`src/hw/read_dp_config.svh`:
```
`ifndef READ_DP_CONFIG_SVH
`define READ_DP_CONFIG_SVH

// ************************************************************
// Memory side geometry
// ************************************************************

// DQ pins on the memory interface
`define RDP_MEM_DQ_WIDTH 8
// Read DQS groups and the DQ pins that each one strobes
`define RDP_READ_DQS_WIDTH 2
`define RDP_DQ_GROUP_WIDTH 4

// ************************************************************
// AFI side geometry
// ************************************************************

// Half rate core with two AFI phases per clock
`define RDP_AFI_RATE_RATIO 2
// Four DDR time slots land in one AFI clock
`define RDP_NUM_TIMESLOTS 4
`define RDP_AFI_DATA_WIDTH 32

// Extra alignment of the read enable in AFI cycles, never below one
`define RDP_EXTRA_VFIFO_SHIFT 2
// Latency shifter length and the tap select that indexes it
`define RDP_MAX_READ_LATENCY 32
`define RDP_LATENCY_COUNT_WIDTH 5

// Memory read latency in memory clocks
`define RDP_MEM_T_RL 11
// OCT window edges in AFI cycles, derived from the read latency
`define RDP_OCT_ON_DELAY ((`RDP_MEM_T_RL > 4) ? ((`RDP_MEM_T_RL - 4) / 2) : 0)
`define RDP_OCT_OFF_DELAY ((`RDP_MEM_T_RL + 6) / 2)

`endif

```
`src/hw/read_dp_pkg.sv`:
```
`default_nettype none

`include "read_dp_config.svh"

// Bus types shared between the read datapath blocks and the testbench
package read_dp_pkg;

	// ************************************************************
	// Per-cycle control levels
	// ************************************************************

	// One bit per AFI phase, used for read enables and read valid
	typedef logic [`RDP_AFI_RATE_RATIO-1:0] afi_phase_t;

	// One bit per read DQS group, used for the OCT-off levels
	typedef logic [`RDP_READ_DQS_WIDTH-1:0] dqs_group_t;

	// Tap select that the sequencer writes after latency calibration
	typedef logic [`RDP_LATENCY_COUNT_WIDTH-1:0] lat_count_t;

	// ************************************************************
	// Read data
	// ************************************************************

	// A full AFI clock worth of read data
	// The same width carries the DDIO word, the AFI word and the sequencer word
	typedef logic [`RDP_AFI_DATA_WIDTH-1:0] rdata_word_t;

endpackage

`default_nettype wire

```
`src/hw/rdata_en_delay.sv`:
```
`timescale 1ns/1ps
`default_nettype none

`include "read_dp_config.svh"

// Input side alignment of the controller read enables
// Each AFI phase goes through its own shift register of fixed length
module rdata_en_delay
	import read_dp_pkg::*;
(
	input  wire        pll_afi_clk,
	input  wire        reset_n_afi_clk,
	// Read enable strobes straight from the controller
	input  afi_phase_t afi_rdata_en_i,
	// The same strobes after the extra shift
	output afi_phase_t rdata_en_dly_o
);

	localparam int SHIFT = `RDP_EXTRA_VFIFO_SHIFT;

	genvar phase;

	generate
		for (phase = 0; phase < `RDP_AFI_RATE_RATIO; phase++)
		begin : g_phase
			// Stage 0 takes the strobe and the last stage drives the output
			logic [SHIFT-1:0] shift_q;
			// New strobe appended below the stored stages
			logic [SHIFT:0]   shift_next;

			assign shift_next = {shift_q, afi_rdata_en_i[phase]};

			always_ff @(posedge pll_afi_clk or negedge reset_n_afi_clk)
			begin
				if (!reset_n_afi_clk)
				begin
					shift_q <= '0;
				end
				else
				begin
					// Every stage moves up by one each AFI cycle
					shift_q <= shift_next[SHIFT-1:0];
				end
			end

			// A strobe sampled at edge E shows here after edge E+SHIFT-1
			// The top bit of shift_next is the last stored stage
			assign rdata_en_dly_o[phase] = shift_next[SHIFT];
		end
	endgenerate

endmodule

`default_nettype wire

```
`src/hw/read_latency_select.sv`:
```
`timescale 1ns/1ps
`default_nettype none

`include "read_dp_config.svh"

// Read valid generation from the calibrated read latency
// The delayed enable runs through a long shift register and the
// sequencer picks the tap that lines up with the returned data
module read_latency_select
	import read_dp_pkg::*;
(
	input  wire        pll_afi_clk,
	input  wire        reset_n_afi_clk,
	// Delayed read enable of AFI phase 0
	input  wire        rdata_en_i,
	// Tap position found by the sequencer during calibration
	input  lat_count_t seq_read_latency_counter_i,
	// Registered read valid towards the controller
	output afi_phase_t afi_rdata_valid_o
);

	localparam int DEPTH = `RDP_MAX_READ_LATENCY;

	// ************************************************************
	// Latency shifter
	// ************************************************************

	// Bit k holds the enable that entered k+1 edges ago
	logic [DEPTH-1:0] latency_shifter;

	always_ff @(posedge pll_afi_clk or negedge reset_n_afi_clk)
	begin
		if (!reset_n_afi_clk)
		begin
			latency_shifter <= '0;
		end
		else
		begin
			// A zero goes in on idle cycles so the shifter always holds a
			// faithful picture of the last DEPTH enable samples
			latency_shifter <= {latency_shifter[DEPTH-2:0], rdata_en_i};
		end
	end

	// ************************************************************
	// Tap selection
	// ************************************************************

	// Selected tap after one register stage
	logic read_valid_tap;

	always_ff @(posedge pll_afi_clk or negedge reset_n_afi_clk)
	begin
		if (!reset_n_afi_clk)
		begin
			read_valid_tap <= 1'b0;
		end
		else
		begin
			// The select only changes while no enable is in flight
			// so a switch of tap never cuts a valid burst short
			read_valid_tap <= latency_shifter[seq_read_latency_counter_i];
		end
	end

	// ************************************************************
	// AFI read valid
	// ************************************************************

	// Both phases come from the phase 0 tap
	// Phase 1 of the enable never reaches this block
	always_ff @(posedge pll_afi_clk or negedge reset_n_afi_clk)
	begin
		if (!reset_n_afi_clk)
		begin
			afi_rdata_valid_o <= '0;
		end
		else
		begin
			afi_rdata_valid_o <= {`RDP_AFI_RATE_RATIO{read_valid_tap}};
		end
	end

	// End to end the valid rises after edge E+SHIFT+L+2 for an
	// enable sampled at edge E and stays high as long as the enable was

endmodule

`default_nettype wire

```
`src/hw/oct_control.sv`:
```
`timescale 1ns/1ps
`default_nettype none

`include "read_dp_config.svh"

// On-die termination control around reads
// Termination is forced off except in a window that brackets the
// returning read burst on the DQ pins
module oct_control
	import read_dp_pkg::*;
(
	input  wire        pll_afi_clk,
	input  wire        reset_n_afi_clk,
	// Undelayed full read enable of AFI phase 0
	input  wire        rdata_en_full_i,
	// High forces OCT off for that DQS group
	output dqs_group_t force_oct_off_o
);

	localparam int ON_DLY  = `RDP_OCT_ON_DELAY;
	localparam int OFF_DLY = `RDP_OCT_OFF_DELAY;

	// ************************************************************
	// Enable history
	// ************************************************************

	// Bit k holds the enable sampled k+1 edges back
	logic [OFF_DLY-1:0] rdata_en_hist;
	// Current enable below the history so bit k is k edges back
	logic [OFF_DLY:0]   rdata_en_window;

	assign rdata_en_window = {rdata_en_hist, rdata_en_full_i};

	always_ff @(posedge pll_afi_clk or negedge reset_n_afi_clk)
	begin
		if (!reset_n_afi_clk)
		begin
			rdata_en_hist   <= '0;
			// Termination stays as is during reset
			force_oct_off_o <= '0;
		end
		else
		begin
			rdata_en_hist <= rdata_en_window[OFF_DLY-1:0];
			// Any read from ON_DLY to OFF_DLY edges back opens the window
			// and every group follows the same window
			force_oct_off_o <= {`RDP_READ_DQS_WIDTH{~(|rdata_en_window[OFF_DLY:ON_DLY])}};
		end
	end

endmodule

`default_nettype wire

```
`src/hw/read_data_map.sv`:
```
`timescale 1ns/1ps
`default_nettype none

`include "read_dp_config.svh"

// Read data reordering between the DDIO, the AFI and the sequencer
// The DDIO word is ordered by DQS group with time slots inside a group
// The AFI word is ordered by time slot with groups inside a slot
module read_data_map
	import read_dp_pkg::*;
(
	// Group-major read word from the I/O block
	input  rdata_word_t ddio_phy_dq_i,
	// Slot-major read word towards the controller
	output rdata_word_t afi_rdata_o,
	// Group-major copy rebuilt from the AFI word for the sequencer
	output rdata_word_t phy_mux_read_fifo_q_o
);

	localparam int LANE  = `RDP_DQ_GROUP_WIDTH;
	// One time slot across all groups
	localparam int SLOT  = `RDP_MEM_DQ_WIDTH;
	// One group across all time slots
	localparam int GROUP = `RDP_AFI_DATA_WIDTH / `RDP_READ_DQS_WIDTH;

	genvar grp;
	genvar slot;

	generate
		for (grp = 0; grp < `RDP_READ_DQS_WIDTH; grp++)
		begin : g_group
			for (slot = 0; slot < `RDP_NUM_TIMESLOTS; slot++)
			begin : g_slot
				// DQ lane of this group in this time slot
				logic [LANE-1:0] ddio_lane;
				// The same lane picked back out of the AFI word
				logic [LANE-1:0] afi_lane;

				assign ddio_lane = ddio_phy_dq_i[grp*GROUP + slot*LANE +: LANE];

				// Slot-major placement on the AFI bus
				assign afi_rdata_o[slot*SLOT + grp*LANE +: LANE] = ddio_lane;

				// Sequencer copy is taken from the AFI word
				assign afi_lane = afi_rdata_o[slot*SLOT + grp*LANE +: LANE];

				// Back to group-major order for per-group calibration
				assign phy_mux_read_fifo_q_o[grp*GROUP + slot*LANE +: LANE] = afi_lane;
			end
		end
	endgenerate

endmodule

`default_nettype wire

```
`src/hw/read_datapath.sv`:
```
`timescale 1ns/1ps
`default_nettype none

`include "read_dp_config.svh"

// AFI clock half of the DDR3 PHY read datapath
// The read FIFOs sit in the I/O block so the core only aligns the
// enables, builds read valid, reorders the data and drives OCT
module read_datapath
	import read_dp_pkg::*;
(
	input  wire         pll_afi_clk,
	input  wire         reset_n_afi_clk,
	// Read enables from the controller
	input  afi_phase_t  afi_rdata_en_i,
	input  afi_phase_t  afi_rdata_en_full_i,
	// Calibrated read latency from the sequencer
	input  lat_count_t  seq_read_latency_counter_i,
	// Read data from the DDIO registers
	input  rdata_word_t ddio_phy_dq_i,
	// Read data and valid towards the controller
	output rdata_word_t afi_rdata_o,
	output afi_phase_t  afi_rdata_valid_o,
	// Read data towards the sequencer
	output rdata_word_t phy_mux_read_fifo_q_o,
	// OCT override per DQS group
	output dqs_group_t  force_oct_off_o
);

	// ************************************************************
	// Read valid path
	// ************************************************************

	// Read enables after the extra alignment shift
	afi_phase_t rdata_en_dly;

	rdata_en_delay u_rdata_en_delay
	(
		.pll_afi_clk     (pll_afi_clk),
		.reset_n_afi_clk (reset_n_afi_clk),
		.afi_rdata_en_i  (afi_rdata_en_i),
		.rdata_en_dly_o  (rdata_en_dly)
	);

	// Only phase 0 feeds the latency shifter
	read_latency_select u_read_latency_select
	(
		.pll_afi_clk                (pll_afi_clk),
		.reset_n_afi_clk            (reset_n_afi_clk),
		.rdata_en_i                 (rdata_en_dly[0]),
		.seq_read_latency_counter_i (seq_read_latency_counter_i),
		.afi_rdata_valid_o          (afi_rdata_valid_o)
	);

	// ************************************************************
	// Termination control
	// ************************************************************

	// OCT works from the full enable without the extra shift
	oct_control u_oct_control
	(
		.pll_afi_clk     (pll_afi_clk),
		.reset_n_afi_clk (reset_n_afi_clk),
		.rdata_en_full_i (afi_rdata_en_full_i[0]),
		.force_oct_off_o (force_oct_off_o)
	);

	// ************************************************************
	// Read data path
	// ************************************************************

	// Purely combinational reordering with no added latency
	read_data_map u_read_data_map
	(
		.ddio_phy_dq_i         (ddio_phy_dq_i),
		.afi_rdata_o           (afi_rdata_o),
		.phy_mux_read_fifo_q_o (phy_mux_read_fifo_q_o)
	);

endmodule

`default_nettype wire

```
`config.mk`:
```
export PLATFORM = sky130hd
export DESIGN_NAME = read_datapath
export DESIGN_NICKNAME = d
export VERILOG_FILES = /design/src/hw/read_dp_pkg.sv /design/src/hw/rdata_en_delay.sv /design/src/hw/read_latency_select.sv /design/src/hw/oct_control.sv /design/src/hw/read_data_map.sv /design/src/hw/read_datapath.sv
export VERILOG_INCLUDE_DIRS = /design/src /design/src/hw
export SDC_FILE = /design/constraint.sdc
export NUM_CORES = 1
export LEC_CHECK = 0
export ABC_AREA = 1
export ABC_CLOCK_PERIOD_IN_PS = 1870
export BUFFER_PORTS_ARGS = -buffer_cell sky130_fd_sc_hd__buf_2
export CAP_MARGIN = 20
export CORE_MARGIN = 4
export CORE_UTILIZATION = 25
export DETAILED_ROUTE_END_ITERATION = 10
export PLACE_DENSITY = 0.56
export REMOVE_ABC_BUFFERS = 1
export SLEW_MARGIN = 15
export SYNTH_ARGS = -nofsm -noshare
export SYNTH_HDL_FRONTEND = slang
export SYNTH_HIERARCHICAL = 1
export SYNTH_SLANG_ARGS = --single-unit
```
`constraint.sdc`:
```
create_clock -name pll_afi_clk -period 1.87 [get_ports pll_afi_clk]
set_clock_uncertainty 0.15 [all_clocks]
set_input_delay 0.187 -clock pll_afi_clk [delete_from_list [all_inputs] [get_ports pll_afi_clk]]
set_output_delay 0.187 -clock pll_afi_clk [all_outputs]
set_load 0.01 [all_outputs]
```
Yosys cells after proc, flatten, opt, wreduce, memory -nomap -nowiden
Index checks and enable logic that the tools add are counted.

cells by class
  mux-type cells = 2
  bitwise logic cells = 1
  $lt $le $gt $ge = 1
  reduce and logical (&&, ||, !) cells = 1

operator list
  operator                                                                      count
  5-bit by 6-bit less-than comparator with 1-bit output, second input constant  1
  6-bit OR reduction                                                            1
  1-bit binary-select mux with 5-bit select                                     1
  1-bit 2-to-1 mux                                                              1
  1-bit NOT                                                                     1

storage, ports and cells
  bits of input ports = 43
  flip-flop bits (word level) = 45

Longest topological paths before layout
  word-level depth = 2
  mapped depth = 11
  gate-level depth less buffers = 9

Modules after synthesis
The synthesis kept the hierarchy.

modules (own cells, without submodules)
  module               cells each  instances  seq. area each (um2)  area each (um2)
  read_latency_select  113         1          850.8                 1233.7
  read_data_map        64          1          0.0                   480.5
  oct_control          15          1          225.2                 254.0
  rdata_en_delay       6           1          100.1                 115.1

Worst setup path after synthesis
Ideal clock, no wire load.

  path type = input port to flip-flop
  from = input seq_read_latency_counter_i[0]
  to = register u_read_latency_select.read_valid_tap
  path buffers = 2
  stages on the path = 11
  library setup time = 116 ps
  path slack = 752 ps
  required time = 1604 ps
  arrival = 851 ps
  cells stage by stage = buf_6 -> inv_6 -> buf_12 -> nand2_2 -> nand3_1 -> nand3_1 -> nand2_1 -> nand2_1 -> nand2_1 -> nand2_1 -> nand2_1

on the way
  longest elaborated chain between the ends = 2

ends and longest elaborated chain
  element                                    RTL line                   text
  start: declaration                         read_datapath.sv:18        input lat_count_t seq_read_latency_counter_i,
  1-bit binary-select mux with 5-bit select  read_latency_select.sv:62  read_valid_tap <= latency_shifter[seq_read_latency_counter_i];
  1-bit 2-to-1 mux (implied by the code)     read_latency_select.sv:62
  end signal: assignment                     read_latency_select.sv:62
  end: declaration                           read_latency_select.sv:50  logic read_valid_tap;

No other way between the ends. The select of a mux whose other input is x is not followed.

Final worst setup path
  from = register u_read_latency_select.latency_shifter[29]
  to = register u_read_latency_select.read_valid_tap

on the way
  longest elaborated chain between the ends = 2

ends and longest elaborated chain
  element                                    RTL line                   text
  start: declaration                         read_latency_select.sv:29  logic [DEPTH-1:0] latency_shifter;
  start signal: assignment                   read_latency_select.sv:41  latency_shifter <= {latency_shifter[DEPTH-2:0], rdata_en_i};
  1-bit binary-select mux with 5-bit select  read_latency_select.sv:62
  1-bit 2-to-1 mux (implied by the code)     read_latency_select.sv:62

No other way between the ends. The select of a mux whose other input is x is not followed.

==> results_tabular.tex <==
\begin{tabular}{lr}
\hline
Metric & Value \\
\hline
\multicolumn{2}{l}{\textbf{Outcome}} \\
Result of the run & finished clean \\
\multicolumn{2}{l}{\textbf{Cells and area}} \\
Inserted Diodes & 0 \\
Filler cell count in the final layout & 855 \\
Sequential cell area & 1130 sq um \\
Layout overhead on the synthesized area & -10.6\% \\
Multi-input combinational cell area & approximately 330 sq um \\
Fraction of layout instances using a drive strength above 1 & roughly a fifth \\
Final layout net count & 193 \\
\multicolumn{2}{l}{\textbf{Timing}} \\
Worst-case headroom to the max-slew limit & 69.9\% \\
Final Setup Violations & 0 \\
Number of pins with negative max-slew slack in the final report & 0 \\
Setup repair after global routing missed its margin & no \\
Setup slack of the critical path after layout & 715 ps \\
Worst-margin pin slew & 451 ps \\
Maximum clock rate & 866 MHz \\
Final critical delay including setup and external delays & 1160 ps \\
Post-route setup TNS & 0 ps \\
Number of hold violations in the final report & 0 \\
Period utilisation layout & between 60\% and 70\% \\
\multicolumn{2}{l}{\textbf{Power}} \\
Final Power & between 0.0015 and 0.002 W \\
Static Leak & approximately 0.85 nW \\
Portion of total power attributed to the clock network & 33.3\% \\
Worst vdd rail ir drop & between 0.4 and 0.5 mV \\
Part of the total power dissipated in sequential elements & 59.6\% \\
Reported net switching power & 0.000397 W \\
Internal power component & $\sim$0.0014 W \\
Part of the total power dissipated in combinational logic & 7.0\% \\
Sw Share & 22.5\% \\
Ratio of total power to cell area & 972 nW/um\^{}2 \\
\multicolumn{2}{l}{\textbf{Synthesis}} \\
Cell count after synthesis & 195 \\
Average cell area after synthesis & 10.4 sq um \\
Yosys warning count & 6 \\
Post-Syn Area & 2030 sq um \\
\multicolumn{2}{l}{\textbf{Routing}} \\
Number of design rule violations left after detail routing & 0 \\
Average vias per placed instance & 4.14 \\
DR pass1 iterations & 5 \\
Final WL & slightly above 5 mm \\
Total number of vias & 1044 \\
Violation count after the first detailed-route iteration & 70 \\
Routed wire per std cell & 20.0 microns \\
Number of nets still failing antenna checks after routing & 0 \\
\multicolumn{2}{l}{\textbf{Worst setup path}} \\
Most prevalent standard cell on the critical path & nand2\_1 \\
Startpoint class of the critical path & flop \\
Required time of the critical path & about 1900 ps \\
Data arrival at the endpoint of the critical path & 1190 ps \\
Family with the most delay on the worst path & simple AND/OR/NAND/NOR gates \\
Nature of the critical path endpoint & flop \\
Slowest cell on the critical path & dfrtp\_1 \\
Buffers plus inverters on the worst setup path & 0 \\
Path type of the worst setup path & reg -> reg \\
Highest net fanout along the worst path & 2 \\
Worst reg-to-reg setup slack & 710 ps \\
Ordered cell list for the critical path & nand2\_1, nand3\_1, nand3\_1, nand2\_1, nand2\_1, nand2\_1, nand2\_1, nand2\_1 \\
Delay of the slowest cell on the worst path & 390 ps \\
\multicolumn{2}{l}{\textbf{Clock tree}} \\
Resized cells post-CTS & 0 \\
Maximum clock path buffer count & 2 \\
Count of buffers added by post-CTS timing repair for setup & 0 \\
Clock slew seen by the registers of the worst setup and hold paths & 70 ps \\
Hold Buf Count CTS & 4 \\
Clock Sink Count & 45 \\
Clock root buffer master & clkbuf\_8 \\
Depth of the CTS H-tree & 2 \\
Worst-skew pair later-pin latency & around 290 ps \\
TritonCTS clock tree & done \\
CTS Buf Count & 5 \\
\multicolumn{2}{l}{\textbf{Global routing}} \\
Antenna violations before repair & 0 \\
Pin count of the biggest net entering global routing & 22 \\
Total congestion overflow after global routing & 0 \\
Vias in the first global route & between 1000 and 1500 \\
First-pass GRT wire length & between 7 and 8 mm \\
Overall track demand over capacity in global routing & 10.8\% \\
\multicolumn{2}{l}{\textbf{Floorplan}} \\
Die Area & slightly below 10000 sq um \\
Die height & 98.0 microns \\
Ports placed on the boundary & $\sim$110 \\
Die span in x & around 98 microns \\
Core region area & 7810 sq um \\
Count of standard-cell rows & 32 \\
Starting utilization of the core area & 25.9\% \\
\multicolumn{2}{l}{\textbf{Placement}} \\
Total half-perimeter wirelength after legalization and detailed placement & 3.69 mm \\
Post-Place Setup Slack & 526 ps \\
\# port buffers & 12 \\
Last weighted congestion value of the routability-driven placer & around 0.76 \\
\multicolumn{2}{l}{\textbf{Job}} \\
Max-capacitance violation count & 0 \\
\multicolumn{2}{l}{\textbf{Hold path}} \\
HP Class & in -> reg \\
\hline
\end{tabular}
cell type report:
class / count / area share [%]
Sequential cell: 45 / 62.2
Multi-Input combinational cell: 74 / 18.0
Tap cell: 102 / 7.04
Timing Repair Buffer: 19 / 6.77
Clock buffer: 7 / 4.77
Inverter: 5 / 1.31
power by group through the flow:
stage	sequential, W	combinational [W]	clock, W
3_5_place_dp	0.00107	0.000120	0
3_3_place_gp	0.00107	0.000119	0
2_1_floorplan	0.00106	0.0000550	0
6_report	0.00105	0.000124	0.000587
5_1_grt	0.00106	0.000144	0.000644
4_1_cts	0.00105	0.000127	0.000610
cell usage in the layout, fill, tap and decap left out:
| cell type | n |
|---|---|
| inv_2 | 1 |
| inv_1 | 3 |
| inv_6 | 1 |
| nand2_2 | 6 |
| buf_4 | 3 |
| dlygate4sd3_1 | 4 |
| clkbuf_8 | 6 |
| or2_1 | 1 |
| clkbuf_1 | 1 |
| buf_2 | 12 |
| dfrtp_1 | 45 |
| nor2_1 | 3 |
| nand3_1 | 24 |
| nand2_1 | 40 |
worst min-delay path, cell delays in order:
cell and delay [ps]:
buf_2 100, nand2_1 50, nand2_1 60, nand2_1 40, nand2_1 50
sequential cells by signal, indices dropped and copies added (netlist names):
name	flops
u_oct_control/rdata_en_hist	8
u_read_latency_select/read_valid_tap	1
u_read_latency_select/afi_rdata_valid_o	1
u_rdata_en_delay/g_phase.shift_q	2
u_read_latency_select/latency_shifter	32
u_oct_control/force_oct_off_o	1
path summary, 6_finish.rpt:
path	cells after the start	startpoint	end
worst min register to register	0	u_oct_control/rdata_en_hist[0]$_DFF_PN0_	u_oct_control/rdata_en_hist[1]$_DFF_PN0_
min in group asynchronous	2	reset_n_afi_clk	u_rdata_en_delay/g_phase[0].shift_q[0]$_DFF_PN0_
worst max register to register	8	u_read_latency_select/latency_shifter[29]$_DFF_PN0_	u_read_latency_select/read_valid_tap$_DFF_PN0_
max in group asynchronous	3	reset_n_afi_clk	u_read_latency_select/afi_rdata_valid_o[0]$_DFF_PN0_
worst max-delay path	8	u_read_latency_select/latency_shifter[29]$_DFF_PN0_	u_read_latency_select/read_valid_tap$_DFF_PN0_
worst min-delay path	5	seq_read_latency_counter_i[3]	u_read_latency_select/read_valid_tap$_DFF_PN0_
metrics by stage:
stage | instances | hold slack [ps] | area (sq um) | utilization [%]
after floorplan | 124 | -259 | 1480 | -
after global placement | 241 | 3.39 | 1690 | 21.6
after detailed placement | 241 | 10.4 | 1690 | 21.6
after CTS | 252 | 61.3 | 1810 | 23.2
after global routing | 252 | 106 | 1810 | 23.2
final | 252 | 73.9 | 1810 | 23.2
routing by layer:
metal  vias to the layer above  global-route usage [%]  share of wire [%]
met5                         -                    3.08                  0
met4                         0                    2.56               0.97
met3                         6                    9.00                 15
met2                        72                    10.7                 32
met1                       519                    16.1                 51
li1                        447                       -                  -
Power figures use the tool's default switching activity.
